## src/hdl/fetch_pkg.sv

```systemverilog
package fetch_pkg;

    // --------------------
    // Datapath widths
    localparam int xlen          = 32;
    localparam int inst_bits     = 32;
    localparam int inst_bytes    = inst_bits / 8;     // PC step per instruction

    // --------------------
    // Memory bus
    localparam int mem_tag_width = 4;                 // Tag zero means no transaction

    typedef enum logic [1:0] {
        bus_none  = 2'h0,
        bus_load  = 2'h1,
        bus_store = 2'h2                              // Not used by the fetch path
    } bus_command_t;

    // --------------------
    // Cache line and memory word geometry
    localparam int line_bytes    = 8;
    localparam int line_bits     = line_bytes * 8;
    localparam int offset_bits   = $clog2(line_bytes); // Address bits 2:0

endpackage

```

## src/hdl/icache.sv

```systemverilog
module icache import fetch_pkg::*; #(
    parameter int cache_lines = 32
) (
    input  logic                     clock,
    input  logic                     reset,
    input  logic [xlen-1:0]          fetch_addr,
    input  logic [mem_tag_width-1:0] mem_response,
    input  logic [line_bits-1:0]     mem_data,
    input  logic [mem_tag_width-1:0] mem_tag,
    output bus_command_t             mem_command,
    output logic [xlen-1:0]          mem_addr,
    output logic [line_bits-1:0]     line_data,
    output logic                     line_valid
);

    localparam int index_bits = $clog2(cache_lines);
    localparam int tag_bits   = xlen - offset_bits - index_bits;

    // --------------------
    // Address split
    logic [xlen-offset_bits-1:0] line_addr;
    logic [xlen-offset_bits-1:0] last_line;
    logic [index_bits-1:0]       cur_index;
    logic [tag_bits-1:0]         cur_tag;

    assign line_addr            = fetch_addr[xlen-1:offset_bits];
    assign {cur_tag, cur_index} = line_addr;

    // --------------------
    // Storage
    logic [line_bits-1:0]   data_array [cache_lines];
    logic [tag_bits-1:0]    tag_array  [cache_lines];
    logic [cache_lines-1:0] valid_array;

    // Miss tracking
    logic                     miss_outstanding;
    logic [mem_tag_width-1:0] pend_tag;       // Tag of the accepted load
    logic [index_bits-1:0]    pend_index;     // Line the load was issued for
    logic [tag_bits-1:0]      pend_line_tag;

    logic changed_addr;
    logic in_flight;
    logic issue;
    logic accepted;
    logic write_en;
    logic fill;
    logic evict;

    assign line_data  = data_array[cur_index];
    assign line_valid = valid_array[cur_index] && (tag_array[cur_index] == cur_tag);

    assign changed_addr = (line_addr != last_line);
    assign in_flight    = (pend_tag != '0);
    assign write_en     = in_flight && (mem_tag == pend_tag);

    // Returning line lands on the current index
    assign fill  = write_en && (pend_index == cur_index) && (pend_line_tag == cur_tag);
    assign evict = write_en && (pend_index == cur_index) && (pend_line_tag != cur_tag);

    // One load in flight at a time, and never while the address moves
    assign issue    = miss_outstanding && !changed_addr && !in_flight;
    assign accepted = issue && (mem_response != '0);

    assign mem_command = issue ? bus_load : bus_none;
    assign mem_addr    = {line_addr, {offset_bits{1'b0}}};

    // --------------------
    // Control state
    always_ff @(posedge clock) begin
        if (reset) begin
            last_line        <= ~line_addr;   // First cycle out of reset sees a change
            miss_outstanding <= 1'b0;
            pend_tag         <= '0;
            valid_array      <= '0;
        end else begin
            last_line <= line_addr;

            if (accepted || fill) begin
                miss_outstanding <= 1'b0;
            end else if (evict) begin
                miss_outstanding <= 1'b1;     // Current line overwritten by older load
            end else if (changed_addr) begin
                miss_outstanding <= !line_valid;
            end

            if (accepted) begin
                pend_tag <= mem_response;
            end else if (write_en) begin
                pend_tag <= '0;
            end

            if (write_en) begin
                valid_array[pend_index] <= 1'b1;
            end
        end
    end

    // --------------------
    // Line data and tags
    always_ff @(posedge clock) begin
        if (accepted) begin
            pend_index    <= cur_index;
            pend_line_tag <= cur_tag;
        end
        if (write_en) begin
            data_array[pend_index] <= mem_data;
            tag_array[pend_index]  <= pend_line_tag;
        end
    end

endmodule

```

## src/hdl/fetch_stage.sv

```systemverilog
module fetch_stage import fetch_pkg::*; #(
    parameter logic [xlen-1:0] reset_pc = '0
) (
    input  logic                 clock,
    input  logic                 reset,
    input  logic [line_bits-1:0] line_data,
    input  logic                 line_valid,
    input  logic                 inst_ready,
    input  logic                 redirect_valid,
    input  logic [xlen-1:0]      redirect_pc,
    output logic [xlen-1:0]      fetch_addr,
    output logic [inst_bits-1:0] inst,
    output logic [xlen-1:0]      inst_pc,
    output logic                 inst_valid
);

    logic [xlen-1:0]      pc;
    logic [inst_bits-1:0] line_word;
    logic [inst_bits-1:0] held_inst;
    logic                 held_valid;
    logic                 transfer;
    logic                 stall;

    assign fetch_addr = pc;
    assign inst_pc    = pc;

    // --------------------
    // Instruction select
    assign line_word = pc[offset_bits-1] ? line_data[line_bits-1 -: inst_bits]
                                         : line_data[inst_bits-1:0];

    // A stalled instruction stays offered even if a late fill evicts its line
    assign inst       = held_valid ? held_inst : line_word;
    assign inst_valid = (line_valid || held_valid) && !redirect_valid;

    assign transfer = inst_valid && inst_ready;
    assign stall    = inst_valid && !inst_ready;

    // --------------------
    // Program counter
    always_ff @(posedge clock) begin
        if (reset) begin
            pc         <= reset_pc;
            held_valid <= 1'b0;
        end else begin
            if (redirect_valid) begin
                pc <= redirect_pc;                // Redirect wins over a transfer
            end else if (transfer) begin
                pc <= pc + xlen'(inst_bytes);
            end
            held_valid <= stall;
        end
    end

    always_ff @(posedge clock) begin
        if (stall) begin
            held_inst <= inst;
        end
    end

endmodule

```

## src/hdl/fetch_top.sv

```systemverilog
module fetch_top import fetch_pkg::*; #(
    parameter int              cache_lines = 32,
    parameter logic [xlen-1:0] reset_pc    = '0
) (
    input  logic                     clock,
    input  logic                     reset,
    input  logic [mem_tag_width-1:0] mem_response,
    input  logic [line_bits-1:0]     mem_data,
    input  logic [mem_tag_width-1:0] mem_tag,
    input  logic                     inst_ready,
    input  logic                     redirect_valid,
    input  logic [xlen-1:0]          redirect_pc,
    output bus_command_t             mem_command,
    output logic [xlen-1:0]          mem_addr,
    output logic [inst_bits-1:0]     inst,
    output logic [xlen-1:0]          inst_pc,
    output logic                     inst_valid
);

    // --------------------
    // Fetch to cache
    logic [xlen-1:0]      fetch_addr;
    logic [line_bits-1:0] line_data;
    logic                 line_valid;

    fetch_stage #(
        .reset_pc       (reset_pc)
    ) i_fetch_stage (
        .clock          (clock),
        .reset          (reset),
        .line_data      (line_data),
        .line_valid     (line_valid),
        .inst_ready     (inst_ready),
        .redirect_valid (redirect_valid),
        .redirect_pc    (redirect_pc),
        .fetch_addr     (fetch_addr),
        .inst           (inst),
        .inst_pc        (inst_pc),
        .inst_valid     (inst_valid)
    );

    icache #(
        .cache_lines    (cache_lines)
    ) i_icache (
        .clock          (clock),
        .reset          (reset),
        .fetch_addr     (fetch_addr),
        .mem_response   (mem_response),
        .mem_data       (mem_data),
        .mem_tag        (mem_tag),
        .mem_command    (mem_command),
        .mem_addr       (mem_addr),
        .line_data      (line_data),
        .line_valid     (line_valid)
    );

endmodule

```

## config.mk

```make
export PLATFORM = sky130hd
export DESIGN_NAME = fetch_top
export DESIGN_NICKNAME = d
export VERILOG_FILES = /design/src/hdl/fetch_pkg.sv /design/src/hdl/icache.sv /design/src/hdl/fetch_stage.sv /design/src/hdl/fetch_top.sv
export SDC_FILE = /design/constraint.sdc
export NUM_CORES = 2
export LEC_CHECK = 0
export BUFFER_PORTS_ARGS = -buffer_cell sky130_fd_sc_hd__buf_2
export CORE_MARGIN = 5
export CORE_UTILIZATION = 40
export CTS_CLUSTER_DIAMETER = 120
export DETAILED_ROUTE_END_ITERATION = 10
export GPL_ROUTABILITY_DRIVEN = 0
export GPL_TIMING_DRIVEN = 0
export PLACE_DENSITY_LB_ADDON = 0.15
export SETUP_SLACK_MARGIN = 0.2
export SYNTH_ARGS = -nofsm -noshare
export SYNTH_HDL_FRONTEND = slang
export SYNTH_SLANG_ARGS = --single-unit
```

## constraint.sdc

```tcl
create_clock -name clock -period 9.3 [get_ports clock]
set_input_delay 0.93 -clock clock [delete_from_list [all_inputs] [get_ports clock]]
set_output_delay 0.93 -clock clock [all_outputs]
set_load 0.01 [all_outputs]
```

Yosys cells after proc, flatten, opt, wreduce, memory -nomap -nowiden
Memory sizes are Yosys's and may differ from the RTL's. A register that Yosys moved wholly into a read port is not among the register bits.
Index checks and enable logic that the tools add are counted.
{ "word_totals": {"register_bits": 160, "latch_bits": 0, "ram_bits": 2816, "rom_bits": 0, "out_inout_bits": 99, "mem_count": 2} }
{ "mem_list": {"columns": ["name", "words", "word_bits", "read_ports", "rd_ports_with_merged_regs", "write_ports", "line_no", "text"], "rows": [
  ["i_icache.data_array", 32, 64, 1, 1, 1, "icache.sv:31", "logic [line_bits-1:0] data_array [cache_lines];"],
  ["i_icache.tag_array", 32, 24, 1, 1, 1, "icache.sv:32", "logic [tag_bits-1:0] tag_array [cache_lines];"]
]} }
{ "op_classes": {"n_addsub": 1, "mul": 0, "div_mod_pow": 0, "order_cmp": 3, "n_eq_ne": 6, "shift": 0, "mux": 20, "bitwise": 2, "n_reduce_logical": 25} }
{ "ops": {"columns": ["operator", "n"], "rows": [
  ["2-to-1 mux 32 bit", 4],
  ["== test 24 bit", 2],
  ["adder 32 x 3 -> 32 bit, second input constant", 1],
  ["bitwise OR 32 bit", 1],
  ["2-to-1 mux 29 bit", 1],
  ["!= test 29 bit", 1],
  ["inverter 29 bit", 1],
  ["!= test 24 bit", 1],
  ["2-to-1 mux 5 bit", 4],
  ["logical AND 1 bit", 12],
  ["< comparator 5 x 6 -> 1 bit, second input constant", 2],
  ["2-to-1 mux 4 bit", 2],
  ["nonzero test 4 bit", 2],
  ["2-to-1 mux 1 bit", 7],
  ["nonzero test 2 bit", 3],
  ["binary-select mux 1 bit (select 5 bit)", 1],
  ["demux 1 bit (select 5 bit)", 1],
  ["== test 5 bit", 1],
  [">= comparator 5 x 1 -> 1 bit, second input constant", 1],
  ["zero test 1 bit", 5],
  ["== test 4 bit", 1],
  ["logical OR 1 bit", 2],
  ["OR reduction 2 bit", 1]
]} }

Longest topological paths before layout
{ "depth": {"word_depth": 10, "ltp_mapped": 18, "mapped_depth_nobuf": 11} }

Modules after synthesis
Synthesis repeated with hierarchy kept, for this count alone.
{ "unflattened": {"cells_unflattened": 5232, "area_unflattened_um2": 115203.0} }
{ "modules_own_cells": {"columns": ["mod", "instances", "cells_each", "area_each_um2", "seq_area_each_um2"], "rows": [
  ["icache", 1, 4819, 111415.6, 86753.2],
  ["fetch_stage", 1, 413, 3787.4, 1621.6]
]} }

Worst setup path before layout
Ideal clock, no wire load.
{ "synth_timing": {"path_type": "input to register", "start": "input mem_tag[2]", "end": "memory i_icache.data_array[28][0] (netlist bit), enable pin", "setup_ps": 537, "arrival_time_ps": 5502, "t_required_ps": 8763, "path_slack_ps": 3261, "path_stages": 6, "n_path_buf": 0, "cell_sequence": "xor2_1 > nor3_1 > nand3_1 > nor2_1 > nand3_1 > nor2_1"} }
{ "synth_via": {"elab_chain_cells": 4} }
{ "synth_lines": {"columns": ["item", "line_no", "text"], "rows": [
  ["from (decl)", "fetch_top.sv:9", "input logic [mem_tag_width-1:0] mem_tag,"],
  ["== test 4 bit", "icache.sv:54", "assign write_en = in_flight && (mem_tag == pend_tag);"],
  ["logical AND 1 bit", "icache.sv:54", null],
  ["2-to-1 mux 1 bit", "icache.sv:105", "if (write_en) begin"],
  ["2-to-1 mux 1 bit (implied by the code)", "icache.sv:106", "data_array[pend_index] <= mem_data;"],
  ["to (decl)", "icache.sv:31", null]
]} }
Every way passes these cells.

==> impl_metrics.yaml <==
sta:
  slew_headroom: -0.0101
  fin_skew_ns: 0.0443
  fin_crit_sh: 0.897
  tns_ns: 0
  fmax_ghz: 0.120
  tightest_slew_ns: 1.51
  grt_setup_unrepaired: "no"
  finalCriticalPeriod_ns: 8.34
  hold_viol_final: 0
  setup_violations: 0
  slew_viol_final: 7
pwr:
  leakage_nw: 42.0
  p_total_mw: 28.8
  power.density_nw_per_um2: 214
  ir_worst_vdd_v: 0.000139
finish:
  drive_gt1_frac: 0.293
  ff_latch_area_um2: 88500
  multi_input_area_um2: 25100
  fillCellCount: 23400
  nets: 5949
  area_delta_synth_final_pct: 17.2
  final_area_um2: 135000
route:
  vias_per_cell: 5.88
  via_count: 57900
  dr.pass1.iters: 6
  drt_iter0_drc: 6948
  drc: 0
  ant_nets: 0
  wl_per_cell_um: 35.4
  drt-total-wl_um: 349000
logic_synthesis:
  seq_area_frac_synth: 0.770
  syn_area_per_cell_um2: 22.4
  syn-cell-area_um2: 115000
  synthFlopType: "edfxtp_1"
  synth_common_cells: "2877 x edfxtp_1, 797 x mux4_2, 171 x mux2i_1"
  synth.distinct_cells: 77
  ys_ff_latch: 2981
  yosysMostFrequentCell: "edfxtp_1"
  synth-edff-count: 2877
  ys_top_cells_by_area: "edfxtp_1 75%, mux4_2 16%, dfxtp_1 1.8%"
  synth.top_cell.area_share: 0.752
  ys_async_sr_fraction: 0
  yosysTopAreaCell: "edfxtp_1"
  yosysWarningCount: 0
  synthCells: 5135
floorplan:
  io_pins: 207
  rows: 196
  die_x_um: 546
  die_h_um: 546
  initial_core_util: 0.402
  core_um2: 286000
  die_area_um2: 298000
clock_tree:
  htreeDepth: 5
  post_cts_buffers: 0
  ctsHoldBuffers: 0
  cts_sinks: 2981
  clock_path_buffers: 4
  clk-insertion-delay-late_ns: 0.86
  cts.clk_slew.worst_paths_ns: 0.06
  cts_resized: 0
  cts_buffers: 315
  cts_tree: "yes"
  cts_root_buffer: "clkbuf_16"
setup_path:
  crit_required_ns: 8.37
  path_common_cell: "buf_4"
  slowest_stage: "clkbuf_1"
  crit_arrival_ns: 7.41
  path_class: "reg -> out"
  crit_buf_inv: 8
  cp-end-kind: "primary output"
  crit_chain: "buf_4 -> buf_4 -> buf_4 -> buf_4 -> buf_2 -> clkbuf_1 -> clkbuf_1 -> mux4_2 -> mux4_2 -> mux4_2 -> nand2_1 -> nand2_1 -> buf_2"
  cp_max_fo: 10
  crit_path_start_kind: "flip-flop"
  cp_top_family: "buffers and inverters"
  cpPeakStageDelay_ns: 1.12
grt:
  grt_pass1_wl_um: 480000
  antenna_found_initial: 47
  overflow: 0
  first_global_vias: 58000
  grt_max_degree: 34
  grt_use_total: 0.230
placed_design:
  place_area_um2: 125000
  io_buffers: 201
  hpwl_um: 233000
job:
  maxCapViolations: 1
worst_hold_path:
  hold_path.class: "in -> reg"
outcome:
  outcome: "finished with violations"
  violations: "capacitance limit, slew limit"
==> final timing paths <==
path / slack (ns) / depth (start not counted) / endpoint / startpoint
hold reg to reg: 0.47 / 2 / i_icache.valid_array[18] / i_icache.valid_array[18]
setup reg to reg: 2.65 / 12 / i_fetch_stage.held_inst[0] / flip-flop
hold / removal: 0.31 / 3 / i_fetch_stage.fetch_addr[0] / redirect_pc[0]
setup / recovery: 0.96 / 13 / inst[0] / flip-flop
==> kinds of logic after synthesis <==
| group | Yosys count | share of synthesized area |
|---|---|---|
| AO/OA/AOI/OAI | 219 | 0.0145 |
| adder cells (fa/ha/maj) | 1 | 0.000109 |
| buffers and inverters | 341 | 0.0143 |
| other | 1 | 0.0000326 |
| XOR/XNOR | 123 | 0.00937 |
| multiplexers | 971 | 0.171 |
| AND/OR/NAND/NOR | 498 | 0.0207 |
| flip-flops | 2981 | 0.770 |
==> worst reg2reg max path: cells and delay by family (launching register included) <==
family                 cells  cell delay, ns
buffers and inverters      7            4.01
and+or+nand+nor            2            0.50
DFF                        1            0.50
muxes                      3            1.41
==> sequential cells by signal, summed over array words and instances (netlist names), named ones only <==
name and count:
i_icache.valid_array 32, i_icache.pend_tag 4, i_fetch_stage.held_inst 32, i_icache.pend_index 5
i_icache.miss_outstanding 1, i_icache.data_array 2048, i_icache.last_line 29, i_icache.pend_line_tag 24
i_icache.tag_array 768, i_fetch_stage.fetch_addr 32, i_fetch_stage.held_valid 1
==> placed cells by master, fill, tap and decap left out, drive strengths merged, types with 5 or more instances in the layout <==
cell type  count
or2            5
mux2i        171
nor3          19
clkinv       107
buf          557
edfxtp      2877
a2111oi       12
a21oi         23
nand3b         6
or3            8
nor2         159
a211oi        24
o22ai          5
and2           9
nor4          20
a22oi         61
clkbuf       572
clkinvlp       6
o211ai         9
nand2b        11
bufinv        23
inv           15
nand2        155
a221oi         8
mux4         797
xnor2         52
xor2          71
and3          13
o21ai         14
a31oi          7
and4           7
dfxtp        104
diode          6
a32oi          5
a22o          12
nand4         23
nor2b         20
a311oi        16
nand3         35
==> through the flow <==
stage / hold slack (ns) / utilization / instances / setup slack, ns
after CTS: 0.240 / 0.472 / 9839 / 0.840
after detailed placement: 0.454 / 0.437 / 9285 / 1.77
after global routing: 0.287 / 0.472 / 9841 / 0.785
final: 0.308 / 0.472 / 9845 / 0.956
after global placement: 0.445 / 0.422 / 9101 / -4.76
after floorplan: 0.435 / - / 5138 / 3.26
==> report_power, final <==
| part | total [mW] | leakage [nW] | switching, mW | internal (mW) |
|---|---|---|---|---|
| clock network | 12.3 | 4.83 | 5.11 | 7.14 |
| logic | 1.82 | 10.5 | 1.12 | 0.702 |
| registers | 14.7 | 26.7 | 0.0237 | 14.7 |
==> per-layer routing <==
layer  vias up  global-route usage  share of wire
li1      23000                   -              -
met1     31800               0.316           0.41
met2      2468               0.381           0.49
met3       574              0.0364          0.070
met4        18              0.0670          0.033
met5         -                   0        0.00032
==> final cells by class <==
type / count / share of cell area
multi-input combinational: 1816 / 0.186
clock inverter: 137 / 0.00956
clock buffer: 417 / 0.0639
antenna: 6 / 0.000111
buffer: 327 / 0.0120
timing repair buffer: 385 / 0.0361
sequential: 2981 / 0.657
inverter: 14 / 0.000390
tap: 3762 / 0.0349
(Power assumes the default switching activity.)
